[config.mk]
export PLATFORM = sky130hd
export DESIGN_NAME = ecc_top
export DESIGN_NICKNAME = d
export VERILOG_FILES = /design/src/ecc_pkg.sv /design/src/ecc_bus_pkg.sv /design/src/ecc_44_cal.sv /design/src/ecc_apb_regs.sv /design/src/ecc_correct_stage.sv /design/src/ecc_mem_stage.sv /design/src/ecc_top.sv /design/src/ecc_write_stage.sv
export SDC_FILE = /design/constraint.sdc
export NUM_CORES = 2
export LEC_CHECK = 0
export BUFFER_PORTS_ARGS = -buffer_cell sky130_fd_sc_hd__buf_2
export CORE_ASPECT_RATIO = 0.5
export CORE_MARGIN = 2
export CORE_UTILIZATION = 51
export DETAILED_ROUTE_END_ITERATION = 8
export HOLD_SLACK_MARGIN = 0.12
export PLACE_DENSITY_LB_ADDON = 0.12
export SKIP_CTS_REPAIR_TIMING = 1
export SKIP_LAST_GASP = 1
export SYNTH_ARGS = -nofsm -noshare
export SYNTH_HDL_FRONTEND = slang
export SYNTH_SLANG_ARGS = --single-unit
[constraint.sdc]
create_clock -name clk -period 6.9 [get_ports clk]
set_input_delay 0.345 -clock clk [delete_from_list [all_inputs] [get_ports clk]]
set_output_delay 0.345 -clock clk [all_outputs]
set_load 0.005 [all_outputs]
[src/ecc_pkg.sv]
package ecc_pkg;

    // ------------------------------------------------------------------------
    // word geometry
    // ------------------------------------------------------------------------
    localparam int DATA_WIDTH   = 44;
    localparam int PARITY_WIDTH = 7;
    localparam int CODE_WIDTH   = DATA_WIDTH + PARITY_WIDTH;

    typedef logic [DATA_WIDTH-1:0]   data_t;
    typedef logic [PARITY_WIDTH-1:0] parity_t;
    typedef logic [5:0]              bit_idx_t;    // codeword bit index.
    typedef logic [7:0]              addr_t;       // word address.

    // parity on top, so codeword bits 0..43 are data.
    typedef struct packed {
        parity_t parity;
        data_t   data;
    } code_t;

    typedef enum logic {
        OP_WRITE = 1'b0,
        OP_READ  = 1'b1
    } ecc_op_e;

    typedef struct packed {
        logic    valid;
        ecc_op_e op;
        addr_t   addr;
        data_t   data;
        code_t   code;
        logic    bypass;
    } ecc_req_t;

    typedef struct packed {
        logic    valid;
        ecc_op_e op;
        data_t   data;     // corrected data.
        logic    sbit;
        logic    dbit;
    } ecc_rsp_t;

    // ------------------------------------------------------------------------
    // check matrix columns, one per data bit, all of odd weight.
    // ------------------------------------------------------------------------
    localparam parity_t H_COL [DATA_WIDTH] = '{
        7'h43, 7'h45, 7'h46, 7'h07, 7'h49, 7'h4A, 7'h0B, 7'h4C, 7'h0D, 7'h0E, 7'h4F,
        7'h51, 7'h52, 7'h13, 7'h54, 7'h15, 7'h16, 7'h57, 7'h58, 7'h19, 7'h1A, 7'h5B,
        7'h1C, 7'h5D, 7'h5E, 7'h1F, 7'h61, 7'h62, 7'h23, 7'h64, 7'h25, 7'h26, 7'h67,
        7'h68, 7'h29, 7'h2A, 7'h6B, 7'h2C, 7'h6D, 7'h6E, 7'h2F, 7'h70, 7'h31, 7'h32
    };

    function automatic parity_t ecc_check_bits(data_t d);
        parity_t p;
        p = '0;
        for (int i = 0; i < DATA_WIDTH; i++) begin
            if (d[i])
                p ^= H_COL[i];
        end
        return p;
    endfunction

endpackage

[src/ecc_bus_pkg.sv]
package ecc_bus_pkg;

    typedef logic [7:0]  apb_addr_t;
    typedef logic [31:0] apb_data_t;

    typedef struct packed {
        apb_addr_t paddr;
        logic      psel;
        logic      penable;
        logic      pwrite;
        apb_data_t pwdata;
    } apb_req_t;

    typedef struct packed {
        apb_data_t prdata;
        logic      pready;
        logic      pslverr;
    } apb_rsp_t;

    // ------------------------------------------------------------------------
    // register map
    // ------------------------------------------------------------------------
    typedef enum logic [7:0] {
        DATA_LO = 8'h00,
        DATA_HI = 8'h04,
        CMD     = 8'h08,
        FLIP    = 8'h0C,
        CTRL    = 8'h10,
        STATUS  = 8'h14,
        COUNT   = 8'h18
    } reg_addr_e;

    // field layouts, lsb aligned with pwdata bit 0.
    typedef struct packed {
        logic              en_b;
        ecc_pkg::bit_idx_t idx_b;
        logic              rsvd;     // bit 7, reads as zero.
        logic              en_a;
        ecc_pkg::bit_idx_t idx_a;
    } flip_t;

    typedef struct packed {
        ecc_pkg::ecc_op_e op;
        ecc_pkg::addr_t   addr;
    } cmd_reg_t;

    typedef struct packed {
        logic dbit;
        logic sbit;
    } status_t;

    typedef struct packed {
        logic [15:0] dcnt;
        logic [15:0] scnt;
    } count_t;

endpackage

[src/ecc_44_cal.sv]
`timescale 1ns/10ps

module ecc_44_cal
    import ecc_pkg::*;
(
    input  data_t   data_in,
    input  parity_t parity_in,
    input  logic    bypass,
    output data_t   data_out,
    output parity_t parity_out,
    output data_t   mask,
    output logic    sbit_err,
    output logic    dbit_err
);

    parity_t syndrome;
    logic    parity_hit;
    logic    multi_hit;

    assign parity_out = ecc_check_bits(data_in);
    assign syndrome   = parity_out ^ parity_in;

    // ------------------------------------------------------------------------
    // syndrome decode
    // ------------------------------------------------------------------------
    always_comb begin
        mask       = '0;
        parity_hit = 1'b0;
        multi_hit  = 1'b0;
        case (syndrome)
            7'h00: ;                       // clean word.
            7'h43: mask[0]  = 1'b1;
            7'h45: mask[1]  = 1'b1;
            7'h46: mask[2]  = 1'b1;
            7'h07: mask[3]  = 1'b1;
            7'h49: mask[4]  = 1'b1;
            7'h4A: mask[5]  = 1'b1;
            7'h0B: mask[6]  = 1'b1;
            7'h4C: mask[7]  = 1'b1;
            7'h0D: mask[8]  = 1'b1;
            7'h0E: mask[9]  = 1'b1;
            7'h4F: mask[10] = 1'b1;
            7'h51: mask[11] = 1'b1;
            7'h52: mask[12] = 1'b1;
            7'h13: mask[13] = 1'b1;
            7'h54: mask[14] = 1'b1;
            7'h15: mask[15] = 1'b1;
            7'h16: mask[16] = 1'b1;
            7'h57: mask[17] = 1'b1;
            7'h58: mask[18] = 1'b1;
            7'h19: mask[19] = 1'b1;
            7'h1A: mask[20] = 1'b1;
            7'h5B: mask[21] = 1'b1;
            7'h1C: mask[22] = 1'b1;
            7'h5D: mask[23] = 1'b1;
            7'h5E: mask[24] = 1'b1;
            7'h1F: mask[25] = 1'b1;
            7'h61: mask[26] = 1'b1;
            7'h62: mask[27] = 1'b1;
            7'h23: mask[28] = 1'b1;
            7'h64: mask[29] = 1'b1;
            7'h25: mask[30] = 1'b1;
            7'h26: mask[31] = 1'b1;
            7'h67: mask[32] = 1'b1;
            7'h68: mask[33] = 1'b1;
            7'h29: mask[34] = 1'b1;
            7'h2A: mask[35] = 1'b1;
            7'h6B: mask[36] = 1'b1;
            7'h2C: mask[37] = 1'b1;
            7'h6D: mask[38] = 1'b1;
            7'h6E: mask[39] = 1'b1;
            7'h2F: mask[40] = 1'b1;
            7'h70: mask[41] = 1'b1;
            7'h31: mask[42] = 1'b1;
            7'h32: mask[43] = 1'b1;
            // a flipped check bit leaves the data alone.
            7'h01, 7'h02, 7'h04, 7'h08, 7'h10, 7'h20, 7'h40:
                parity_hit = 1'b1;
            default:
                multi_hit = 1'b1;         // even weight, uncorrectable.
        endcase
    end

    assign data_out = bypass ? data_in : data_in ^ mask;
    assign sbit_err = !bypass && ((|mask) || parity_hit);
    assign dbit_err = !bypass && multi_hit;

    // each table entry must match its column of the check matrix.
    mask_col_a: assert final ((mask == '0) || (ecc_check_bits(mask) == syndrome))
        else $error("ecc_44_cal: correction mask does not match the syndrome");

endmodule

[src/ecc_apb_regs.sv]
`timescale 1ns/10ps

module ecc_apb_regs
    import ecc_pkg::*;
    import ecc_bus_pkg::*;
#(
    parameter int DEPTH = 16
) (
    input  logic     clk,
    input  logic     rst,
    input  apb_req_t apb_req,
    output apb_rsp_t apb_rsp,
    output ecc_req_t req,
    input  ecc_rsp_t rsp,
    output flip_t    flip
);

    typedef enum logic {
        IDLE,
        WAIT
    } state_e;

    state_e   state;
    data_t    data_q;
    cmd_reg_t cmd_q;
    logic     bypass_q;
    status_t  status_q;
    count_t   count_q;

    logic     access;
    logic     wr;
    logic     addr_hit;
    logic     is_cmd;
    logic     cmd_bad;
    logic     issue;
    logic     rd_done;

    assign access  = apb_req.psel && apb_req.penable;
    assign wr      = access && apb_req.pwrite;
    assign is_cmd  = apb_req.paddr == CMD;
    assign cmd_bad = apb_req.pwdata[7:0] >= DEPTH;
    assign issue   = wr && is_cmd && !cmd_bad && state == IDLE;
    assign rd_done = rsp.valid && rsp.op == OP_READ;

    // ------------------------------------------------------------------------
    // decode and read mux
    // ------------------------------------------------------------------------
    always_comb begin
        addr_hit       = 1'b1;
        apb_rsp.prdata = '0;
        case (reg_addr_e'(apb_req.paddr))
            DATA_LO: apb_rsp.prdata = data_q[31:0];
            DATA_HI: apb_rsp.prdata = 32'(data_q[DATA_WIDTH-1:32]);
            CMD:     apb_rsp.prdata = 32'(cmd_q);
            FLIP:    apb_rsp.prdata = 32'(flip);
            CTRL:    apb_rsp.prdata = 32'(bypass_q);
            STATUS:  apb_rsp.prdata = 32'(status_q);
            COUNT:   apb_rsp.prdata = count_q;
            default: addr_hit = 1'b0;
        endcase
    end

    // a command holds the bus until its completion returns.
    assign apb_rsp.pready  = (state == WAIT) ? rsp.valid : !issue;
    assign apb_rsp.pslverr = access && (!addr_hit || (wr && is_cmd && cmd_bad));

    always_comb begin
        req        = '0;
        req.valid  = issue;
        req.op     = ecc_op_e'(apb_req.pwdata[8]);
        req.addr   = apb_req.pwdata[7:0];
        req.data   = data_q;
        req.bypass = bypass_q;
    end

    // ------------------------------------------------------------------------
    // control state, status and counters
    // ------------------------------------------------------------------------
    always_ff @(posedge clk) begin
        if (rst) begin
            state    <= IDLE;
            cmd_q    <= '0;
            flip     <= '0;
            bypass_q <= 1'b0;
            status_q <= '0;
            count_q  <= '0;
        end else begin
            case (state)
                IDLE: if (issue) state <= WAIT;
                WAIT: if (rsp.valid) state <= IDLE;
            endcase
            if (issue)
                cmd_q <= cmd_reg_t'(apb_req.pwdata[8:0]);
            if (wr) begin
                case (reg_addr_e'(apb_req.paddr))
                    FLIP: begin
                        flip      <= flip_t'(apb_req.pwdata[$bits(flip_t)-1:0]);
                        flip.rsvd <= 1'b0;
                    end
                    CTRL:    bypass_q <= apb_req.pwdata[0];
                    COUNT:   count_q  <= '0;
                    default: ;
                endcase
            end
            if (rd_done) begin
                status_q.sbit <= rsp.sbit;
                status_q.dbit <= rsp.dbit;
                if (rsp.sbit && count_q.scnt != 16'hFFFF)
                    count_q.scnt <= count_q.scnt + 16'd1;
                if (rsp.dbit && count_q.dcnt != 16'hFFFF)
                    count_q.dcnt <= count_q.dcnt + 16'd1;   // saturates.
            end
        end
    end

    always_ff @(posedge clk) begin
        if (wr && apb_req.paddr == DATA_LO)
            data_q[31:0] <= apb_req.pwdata;
        if (wr && apb_req.paddr == DATA_HI)
            data_q[DATA_WIDTH-1:32] <= apb_req.pwdata[DATA_WIDTH-33:0];
        if (rd_done)
            data_q <= rsp.data;        // read result replaces staged data.
    end

    rsp_in_wait_a: assert property (@(posedge clk) disable iff (rst)
        rsp.valid |-> state == WAIT);
    // three pipeline stages between issue and completion.
    rsp_latency_a: assert property (@(posedge clk) disable iff (rst)
        req.valid |-> ##3 rsp.valid);

endmodule

[src/ecc_correct_stage.sv]
`timescale 1ns/10ps

module ecc_correct_stage
    import ecc_pkg::*;
(
    input  logic     clk,
    input  logic     rst,
    input  ecc_req_t req_in,
    output ecc_rsp_t rsp
);

    data_t corr_data;
    logic  sbit_err;
    logic  dbit_err;

    ecc_44_cal ecc_44_cal_i (
        .data_in    (req_in.code.data),
        .parity_in  (req_in.code.parity),
        .bypass     (req_in.bypass),
        .data_out   (corr_data),
        .parity_out (),
        .mask       (),
        .sbit_err   (sbit_err),
        .dbit_err   (dbit_err)
    );

    always_ff @(posedge clk) begin
        rsp.op <= req_in.op;
        if (req_in.op == OP_READ) begin
            rsp.data <= corr_data;
            rsp.sbit <= sbit_err;
            rsp.dbit <= dbit_err;
        end else begin
            rsp.data <= req_in.data;   // write completion, no decode.
            rsp.sbit <= 1'b0;
            rsp.dbit <= 1'b0;
        end
        rsp.valid <= rst ? 1'b0 : req_in.valid;
    end

endmodule

[src/ecc_mem_stage.sv]
`timescale 1ns/10ps

module ecc_mem_stage
    import ecc_pkg::*;
#(
    parameter int DEPTH = 16
) (
    input  logic     clk,
    input  logic     rst,
    input  ecc_req_t req_in,
    output ecc_req_t req_out
);

    localparam int AW = (DEPTH > 1) ? $clog2(DEPTH) : 1;

    code_t          mem [DEPTH];
    logic [AW-1:0]  word;

    assign word = req_in.addr[AW-1:0];

    always_ff @(posedge clk) begin
        if (req_in.valid && req_in.op == OP_WRITE)
            mem[word] <= req_in.code;
    end

    // reads pick up the stored codeword at the same edge.
    always_ff @(posedge clk) begin
        req_out <= req_in;
        if (req_in.op == OP_READ)
            req_out.code <= mem[word];
        if (rst)
            req_out.valid <= 1'b0;
    end

    addr_range_a: assert property (@(posedge clk) disable iff (rst)
        req_in.valid |-> req_in.addr < DEPTH);

endmodule

[src/ecc_top.sv]
`timescale 1ns/10ps

module ecc_top
    import ecc_pkg::*;
    import ecc_bus_pkg::*;
#(
    parameter int DEPTH = 16
) (
    input  logic     clk,
    input  logic     rst,
    input  apb_req_t apb_req,
    output apb_rsp_t apb_rsp
);

    ecc_req_t req_regs;
    ecc_req_t req_write;
    ecc_req_t req_mem;
    ecc_rsp_t rsp_corr;
    flip_t    flip;

    ecc_apb_regs #(.DEPTH(DEPTH)) regs_i (
        .clk     (clk),
        .rst     (rst),
        .apb_req (apb_req),
        .apb_rsp (apb_rsp),
        .req     (req_regs),
        .rsp     (rsp_corr),
        .flip    (flip)
    );

    // ------------------------------------------------------------------------
    // encode, store, correct. one cycle each.
    // ------------------------------------------------------------------------
    ecc_write_stage write_i (
        .clk     (clk),
        .rst     (rst),
        .req_in  (req_regs),
        .flip    (flip),
        .req_out (req_write)
    );

    ecc_mem_stage #(.DEPTH(DEPTH)) mem_i (
        .clk     (clk),
        .rst     (rst),
        .req_in  (req_write),
        .req_out (req_mem)
    );

    ecc_correct_stage correct_i (
        .clk    (clk),
        .rst    (rst),
        .req_in (req_mem),
        .rsp    (rsp_corr)
    );

endmodule

[src/ecc_write_stage.sv]
`timescale 1ns/10ps

module ecc_write_stage
    import ecc_pkg::*;
    import ecc_bus_pkg::*;
(
    input  logic     clk,
    input  logic     rst,
    input  ecc_req_t req_in,
    input  flip_t    flip,
    output ecc_req_t req_out
);

    code_t                 clean_code;
    logic [CODE_WIDTH-1:0] flip_mask;

    assign clean_code.parity = ecc_check_bits(req_in.data);
    assign clean_code.data   = req_in.data;

    // equal indices cancel, out of range ones drop.
    always_comb begin
        flip_mask = '0;
        if (flip.en_a && flip.idx_a < CODE_WIDTH)
            flip_mask[flip.idx_a] = ~flip_mask[flip.idx_a];
        if (flip.en_b && flip.idx_b < CODE_WIDTH)
            flip_mask[flip.idx_b] = ~flip_mask[flip.idx_b];
    end

    always_ff @(posedge clk) begin
        req_out <= req_in;
        if (req_in.op == OP_WRITE)
            req_out.code <= clean_code ^ flip_mask;
        if (rst)
            req_out.valid <= 1'b0;
    end

endmodule
* Word level (Yosys, flattened, before mapping)
Memory sizes are Yosys's and may differ from the RTL's. A register that Yosys moved wholly into a read port is not among the register bits.
Cells that the tools add are included.
** Operators by class
- $add $sub $neg :: 2
- $lt $le $gt $ge :: 7
- Equal/unequal tests :: 59
- Mux-type cells :: 165
- Bitwise logic cells :: 94
- Reductions and logical operators :: 35
** Operator list (number)
- 7-bit 2-to-1 mux :: 48
- 32-bit one-hot mux with 7 select lines :: 1
- 3-bit NOT :: 64
- 7-bit == test (second input constant) :: 25
- 51-bit 2-to-1 mux :: 3
- 32-bit 2-to-1 mux :: 4
- 6-bit 2-to-1 mux :: 20
- 5-bit NOT :: 22
- 44-bit 2-to-1 mux :: 2
- 7-bit by 6-bit == test with 1-bit output (second input constant) :: 10
- 5-bit 2-to-1 mux :: 14
- 7-bit by 5-bit == test with 1-bit output (second input constant) :: 8
- 1-bit 2-to-1 mux :: 56
- 52-bit OR reduction :: 1
- 51-bit bitwise AND :: 1
- 51-bit bitwise mux :: 1
- 51-bit XOR :: 1
- 46-bit 2-to-1 mux :: 1
- 44-bit OR reduction :: 1
- 44-bit XOR :: 1
- 16-bit by 1-bit adder with 16-bit output (second input constant) :: 2
- 16-bit 2-to-1 mux :: 2
- 16-bit inequality test (second input constant) :: 2
- 7-bit by 4-bit == test with 1-bit output (second input constant) :: 4
- 26 further kinds :: 68
** Storage, ports and cells
- Register bits :: 351
- Bits in writable memories :: 816
- Bits in read-only memories :: 64
- Word-level logic and storage cells :: 396
- Memories kept :: 2
** Memories
- mem_i.mem :: depth 16, bits a word 51, read ports 1, clocked after memory_dff 1, wr ports 1, line ecc_mem_stage.sv:16 : code_t mem [DEPTH];
- (name not given) :: depth 64, bits a word 1, read ports 1, clocked after memory_dff 1, wr ports 0, line ecc_write_stage.sv:24 : flip_mask[flip.idx_a] = ~flip_mask[flip.idx_a];

* Longest topological paths before layout
- Depth after elaboration :: 94
- Gate-level depth with buffers :: 13

* Hierarchy
A second synthesis with hierarchy kept.
** Unflattened totals
- Cell total of the unflattened synthesis :: 3474
- Area total of the unflattened synthesis :: 49326.1 um^2
** By module, submodules not included
- ecc_mem_stage :: instances 1, cells each 1803, area each 33832.4 um^2, sequential area each 26625.5 um^2
- ecc_apb_regs :: instances 1, cells each 689, area each 5918.2 um^2, sequential area each 2502.4 um^2
- ecc_write_stage :: instances 1, cells each 544, area each 5147.4 um^2, sequential area each 2122.0 um^2
- ecc_44_cal :: instances 1, cells each 338, area each 2723.9 um^2, sequential area each 0.0 um^2
- ecc_correct_stage :: instances 1, cells each 100, area each 1704.1 um^2, sequential area each 960.9 um^2

* Least setup slack after synthesis
No wires, ideal clock.
- Path kind :: reg-to-reg
- From :: register write_i.req_out[96] (netlist name)
- To :: memory mem_i.mem[1][0] (netlist name), enable pin
- Library setup time :: 522 ps
- Arrival time :: 4980 ps
- Slack :: 1398 ps
- Cell stages (with the launch flop) :: 5
- Path buffers :: 2
- Path through :: dfxtp_1 clkbuf_1 buf_1 or3b_2 nor3_1
** RTL lines
- start: declaration :: line ecc_write_stage.sv:11 : output ecc_req_t req_out
- start signal: assignment :: line ecc_write_stage.sv:30 : req_out <= req_in;
- end: declaration :: line ecc_mem_stage.sv:16
No word-level cell before the write port.

* Worst setup path after layout
- From :: register mem_i.req_out[39] (netlist name)
- To :: register, netlist name correct_i.rsp[1]
** Between the ends
- Cells in the longest elaborated chain, start to end :: 17
- Elaborated cells on any way between the ends :: 112
- Classes of those cells :: eq/ne (51); mux (51); bitwise (6); reduce/logical (4)
** RTL lines
- start: declaration :: line ecc_mem_stage.sv:11 : output ecc_req_t req_out
- start signal: assignment :: line ecc_mem_stage.sv:28 : req_out <= req_in;
- 7-bit 2-to-1 mux (*) :: line ecc_pkg.sv:57 : if (d[i])
- 5-bit NOT (no line)
- 7-bit 2-to-1 mux (*) :: line ecc_pkg.sv:57
- 5-bit NOT (no line)
- 6-bit 2-to-1 mux :: line ecc_pkg.sv:57
- 3-bit NOT (no line)
- 7-bit 2-to-1 mux (*) :: line ecc_pkg.sv:57
- 3-bit NOT (no line)
- 6-bit 2-to-1 mux :: line ecc_pkg.sv:57
- 3-bit NOT (no line)
- 6-bit 2-to-1 mux :: line ecc_pkg.sv:57
- 7-bit XOR (*) :: line ecc_44_cal.sv:21 : assign syndrome = parity_out ^ parity_in;
- 7-bit == test (tied with other cells) :: line ecc_44_cal.sv:30 : case (syndrome)
- 1-bit 2-to-1 mux or 7-bit OR reduction (tied branches)
- 44-bit OR reduction or 1-bit 2-to-1 mux (tied branches) :: line ecc_44_cal.sv:85, ecc_44_cal.sv:30
- 1-bit logical OR (*) :: line ecc_44_cal.sv:85 : assign sbit_err = !bypass && ((|mask) || parity_hit);
- 1-bit logical AND (*) :: line ecc_44_cal.sv:85
Mark *: on every way between the ends. The rest lies on a longest branch, timed or not.
A chain may end at the register's enable or synchronous reset.

==> impl_metrics.prom <==
# TYPE chip_impl_metric gauge
chip_impl_info{name="run_status",value="complete, no violations"} 1
chip_impl_metric{name="areaGrowthSynthToFinish",unit="%"} 11.78
chip_impl_metric{name="power_share_of_the_combinational_group",unit="%"} 19.2
chip_impl_metric{name="final_critical_path_setup_slack",unit="ps"} 2663
chip_impl_metric{name="netlist.area_leader.share",unit="%"} 55.37
chip_impl_metric{name="cts.clk_slew.worst_paths",unit="ps"} 60
chip_impl_metric{name="timing_hold_violations_final",unit=""} 0
chip_impl_metric{name="layout_cell_share_with_drive_strength_beyond_1",unit="%"} 21.46
chip_impl_metric{name="synth-async-reset-ratio",unit="%"} 0
chip_impl_metric{name="core_area",unit="um2"} 90660
chip_impl_metric{name="clock-skew-final",unit="ps"} 28.22
chip_impl_metric{name="synth_xor_area_share",unit="%"} 6.296
chip_impl_metric{name="number_of_clock_buffers_inserted_by_tritoncts",unit=""} 100
chip_impl_metric{name="gp_routability_congestion",unit=""} 0.9265
chip_impl_info{name="hold_removal_path_class",value="input port to register"} 1
chip_impl_metric{name="detailed_place.area",unit="um2"} 48380
chip_impl_metric{name="max-slew-margin-rel",unit="%"} 14.62
chip_impl_metric{name="worst_slew_pin_slew",unit="ps"} 1278
chip_impl_metric{name="irDropWorstVdd",unit="uV"} 374.1
chip_impl_metric{name="worst_hold_slack",unit="ps"} 146.8
chip_impl_metric{name="grt_pass1_vias",unit=""} 24680
chip_impl_metric{name="ant_nets",unit=""} 0
chip_impl_metric{name="synthesized_netlist_net_count",unit=""} 2870
chip_impl_metric{name="totalWireLength",unit="mm"} 127.7
chip_impl_info{name="worstSetupEndpoint",value="correct_i.rsp[1]"} 1
chip_impl_metric{name="maximum_number_of_pins_on_one_net_before_global_route_repair",unit=""} 137
chip_impl_metric{name="max_cap_viol_count",unit=""} 0
chip_impl_info{name="timing.critical_path.to_type",value="register"} 1
chip_impl_metric{name="grt_pass1_wl",unit="mm"} 181.4
chip_impl_metric{name="internal_power",unit="mW"} 12.08
chip_impl_metric{name="detail_route.wl_per_cell",unit="um"} 30.41
chip_impl_metric{name="setup_viol",unit=""} 0
chip_impl_metric{name="power_switching_share",unit="%"} 28.31
chip_impl_metric{name="drt_pass1_iterations",unit=""} 7
chip_impl_metric{name="cts-htree-levels",unit=""} 3
chip_impl_metric{name="syn_area",unit="um2"} 46640
chip_impl_info{name="root_buffer",value="sky130_fd_sc_hd__clkbuf_16"} 1
chip_impl_metric{name="dieWidth",unit="um"} 431.7
chip_impl_metric{name="power_switching",unit="mW"} 4.772
chip_impl_metric{name="placement_rows",unit=""} 78
chip_impl_info{name="critPathLaunchType",value="register"} 1
chip_impl_metric{name="clk_path_buf_depth",unit=""} 3
chip_impl_metric{name="utilization",unit="%"} 57.51
chip_impl_metric{name="final.period_utilization",unit="%"} 61.41
chip_impl_metric{name="power_leakage",unit="nW"} 17.23
chip_impl_metric{name="summed_negative_setup_slack_over_all_endpoints",unit="ps"} 0
chip_impl_metric{name="ff2ff_path_depth",unit=""} 10
chip_impl_info{name="rr_endpoint",value="correct_i.rsp[1]"} 1
chip_impl_metric{name="numPlacedInstances",unit=""} 3979
chip_impl_metric{name="fp.dieH",unit="um"} 217.8
chip_impl_metric{name="cp_max_fo",unit=""} 12
chip_impl_metric{name="synth_cell_types",unit=""} 75
chip_impl_info{name="worstSetupPathType",value="register to register"} 1
chip_impl_metric{name="share_of_synthesized_cell_area_in_and_or_nand_and_nor_gates",unit="%"} 5.475
chip_impl_metric{name="final_nets",unit=""} 2959
chip_impl_metric{name="routed-via-count",unit=""} 26180
chip_impl_metric{name="synth-compound-area-share",unit="%"} 4.179
chip_impl_info{name="clock_tree_from_tritoncts",value="yes"} 1
chip_impl_metric{name="worst_ep_required_time",unit="ps"} 7440
chip_impl_info{name="synth.top_cells.by_area",value="sky130_fd_sc_hd__edfxtp_1 (55%), sky130_fd_sc_hd__dfxtp_1 (13%), sky130_fd_sc_hd__mux4_2 (12%)"} 1
chip_impl_info{name="synth_top_flop_cell",value="sky130_fd_sc_hd__edfxtp_1"} 1
chip_impl_info{name="dominant_combinational_cell_family_by_area_after_synthesis",value="multiplexers"} 1
chip_impl_metric{name="post-route-cell-area",unit="um2"} 52140
chip_impl_metric{name="num_io_pins",unit=""} 79
chip_impl_metric{name="period_needed",unit="ps"} 4237
chip_impl_metric{name="warnings_synthesis",unit=""} 0
chip_impl_info{name="setup_repair_after_global_routing_missed_its_margin",value="false"} 1
chip_impl_metric{name="layout_cells_excl_fill",unit=""} 4199
chip_impl_metric{name="flop2flop_setup_slack",unit="ps"} 2660
chip_impl_metric{name="detailedRoute.firstIterationViolations",unit=""} 3412
chip_impl_metric{name="synth.area.mux_share",unit="%"} 13.90
chip_impl_metric{name="placement.io_buffers",unit=""} 78
chip_impl_metric{name="total_power",unit="mW"} 16.85
chip_impl_info{name="r2r_start",value="mem_i.req_out[39]"} 1
chip_impl_metric{name="worstPathArrival",unit="ps"} 4780
chip_impl_metric{name="grt_antenna_before_repair",unit=""} 14
chip_impl_metric{name="clock_latency",unit="ps"} 700
chip_impl_metric{name="numClockSinks",unit=""} 1167
chip_impl_metric{name="grtUsageTotal",unit="%"} 27.23
chip_impl_metric{name="avgSynthCellArea",unit="um2"} 16.52
chip_impl_metric{name="post-dp-hpwl",unit="mm"} 77.49
chip_impl_info{name="timing.critical_path.from",value="mem_i.req_out[39]"} 1
chip_impl_metric{name="yosys.area_share.adder",unit="%"} 0.05365
chip_impl_info{name="netlist.top_cell.by_area",value="sky130_fd_sc_hd__edfxtp_1"} 1
chip_impl_metric{name="power_density",unit="nW/um2"} 323.3
chip_impl_metric{name="gr-total-overflow",unit=""} 0
chip_impl_metric{name="via_per_inst",unit=""} 6.235
chip_impl_metric{name="drt_drc_violations_left",unit=""} 0
chip_impl_metric{name="ys_seq_elements",unit=""} 1167
chip_impl_metric{name="number_of_flops_mapped_to_enable_cells_by_yosys",unit=""} 860
chip_impl_metric{name="sequentialPowerShare",unit="%"} 45.7
chip_impl_metric{name="final_max_slew_viol_count",unit=""} 0
chip_impl_metric{name="synth_sequential_area_ratio",unit="%"} 68.54
chip_impl_metric{name="die_area",unit="um2"} 94040
chip_impl_metric{name="detailedPlace.worstSlack",unit="ps"} 2670
chip_impl_metric{name="fmax",unit="MHz"} 236.0
chip_impl_metric{name="clock_power_share",unit="%"} 35.1
chip_impl_metric{name="number_of_instances_in_the_synthesized_netlist",unit=""} 2823
chip_impl_metric{name="initial_core_util",unit="%"} 51.45
## final cells by class
type                       count  area [um2]
fill                        6897       38530
sequential                  1167       31990
multi-input combinational   1479       14100
clock buffer                 138        2818
tap                         1200        1501
timing repair buffer         157        1074
clock inverter                48       623.1
inverter                       7       26.28
antenna                        3       7.507
## synth_stat cells, types with 20 or more instances
| library cell | count |
|---|---|
| sky130_fd_sc_hd__mux2_2 | 53 |
| sky130_fd_sc_hd__a31oi_1 | 58 |
| sky130_fd_sc_hd__edfxtp_1 | 860 |
| sky130_fd_sc_hd__xnor2_1 | 151 |
| sky130_fd_sc_hd__mux4_2 | 256 |
| sky130_fd_sc_hd__clkbuf_1 | 133 |
| sky130_fd_sc_hd__o21ai_0 | 23 |
| sky130_fd_sc_hd__buf_1 | 25 |
| sky130_fd_sc_hd__dfxtp_1 | 307 |
| sky130_fd_sc_hd__xor2_1 | 118 |
| sky130_fd_sc_hd__a21oi_1 | 88 |
| sky130_fd_sc_hd__nand2_1 | 201 |
| sky130_fd_sc_hd__a211oi_1 | 55 |
| sky130_fd_sc_hd__nor2_1 | 186 |
| sky130_fd_sc_hd__nand3_1 | 65 |
| sky130_fd_sc_hd__xnor3_1 | 20 |
## worst min path at each step
stage / startpoint / endpoint / slack [ps] / cells after the start
2_1_floorplan: write_i.req_out[0] / mem_i.req_out[0] / 310 / 0
4_1_cts: apb_req[1] / write_i.req_out[97] / -210 / 1
3_3_place_gp: write_i.req_out[71] / mem_i.req_out[71] / 310 / 0
5_1_grt: apb_req[39] / regs_i.bypass_q / 160 / 4
3_5_place_dp: write_i.req_out[73] / mem_i.req_out[73] / 310 / 0
6_report: apb_req[39] / regs_i.bypass_q / 150 / 4
## worst max-delay path, cell delays in order, from the launching register on
cell	delay, ps
sky130_fd_sc_hd__dfxtp_1	680
sky130_fd_sc_hd__xor2_1	160
sky130_fd_sc_hd__xnor2_1	300
sky130_fd_sc_hd__xnor3_1	550
sky130_fd_sc_hd__xor2_1	800
sky130_fd_sc_hd__nor2_1	480
sky130_fd_sc_hd__and2_4	290
sky130_fd_sc_hd__a211o_1	290
sky130_fd_sc_hd__a221oi_2	220
sky130_fd_sc_hd__o2111a_1	220
sky130_fd_sc_hd__a311oi_1	80
## flip-flops by register name, indices dropped and copies added (netlist names)
register and count:
regs_i.count_q 32, regs_i.flip 14, regs_i.bypass_q 1, regs_i.data_q 44, mem_i.req_out 98, correct_i.rsp 48
write_i.req_out 102, mem_i.mem 816, regs_i.state 1, regs_i.cmd_q 9, regs_i.status_q 2
## logic make-up after synthesis
logic type,Yosys count
xor gates and xnor gates,296
muxes,321
buffers and inverters,177
DFF,1167
and+or+nand+nor,566
AOI/OAI and AO/OA,294
adders and majority gates,2
## layer usage
| metal | global-route usage [%] | wire length, um | vias to the layer above |
|---|---|---|---|
| li1 | - | - | 11040 |
| met1 | 42.79 | 57130 | 13770 |
| met2 | 38.41 | 55120 | 1193 |
| met3 | 6.250 | 12410 | 175 |
| met4 | 6.527 | 3000 | 4 |
| met5 | 0 | 23 | - |
## power groups by stage
stage	combinational, mW	sequential, mW	clock [mW]
3_3_place_gp	3.21	7.85	0
5_1_grt	3.47	7.71	6.28
4_1_cts	3.18	7.70	5.99
3_5_place_dp	3.16	7.85	0
2_1_floorplan	2.54	7.77	0
6_report	3.24	7.70	5.91
## cells in the final DEF (no fill, tap or decap), types with 9 or more instances in the layout
cell type	n
sky130_fd_sc_hd__nand2_1	201
sky130_fd_sc_hd__and2_1	12
sky130_fd_sc_hd__mux2i_1	12
sky130_fd_sc_hd__o21ai_0	22
sky130_fd_sc_hd__nor2_1	174
sky130_fd_sc_hd__xnor3_1	20
sky130_fd_sc_hd__mux4_2	256
sky130_fd_sc_hd__dlygate4sd3_1	31
sky130_fd_sc_hd__clkinv_2	15
sky130_fd_sc_hd__a211oi_1	55
sky130_fd_sc_hd__xor2_1	118
sky130_fd_sc_hd__nand3_1	65
sky130_fd_sc_hd__nor2_4	12
sky130_fd_sc_hd__nand4_1	10
sky130_fd_sc_hd__buf_4	47
sky130_fd_sc_hd__bufinv_16	13
sky130_fd_sc_hd__clkbuf_8	13
sky130_fd_sc_hd__clkbuf_1	23
sky130_fd_sc_hd__mux2_2	53
sky130_fd_sc_hd__clkbuf_16	102
sky130_fd_sc_hd__a21oi_1	88
sky130_fd_sc_hd__edfxtp_1	860
sky130_fd_sc_hd__a22o_1	18
sky130_fd_sc_hd__a22oi_1	10
sky130_fd_sc_hd__a31oi_1	58
sky130_fd_sc_hd__a222oi_1	9
sky130_fd_sc_hd__and3_1	14
sky130_fd_sc_hd__dfxtp_1	301
sky130_fd_sc_hd__xnor2_1	150
sky130_fd_sc_hd__buf_2	78
(Power assumes the default switching activity.)
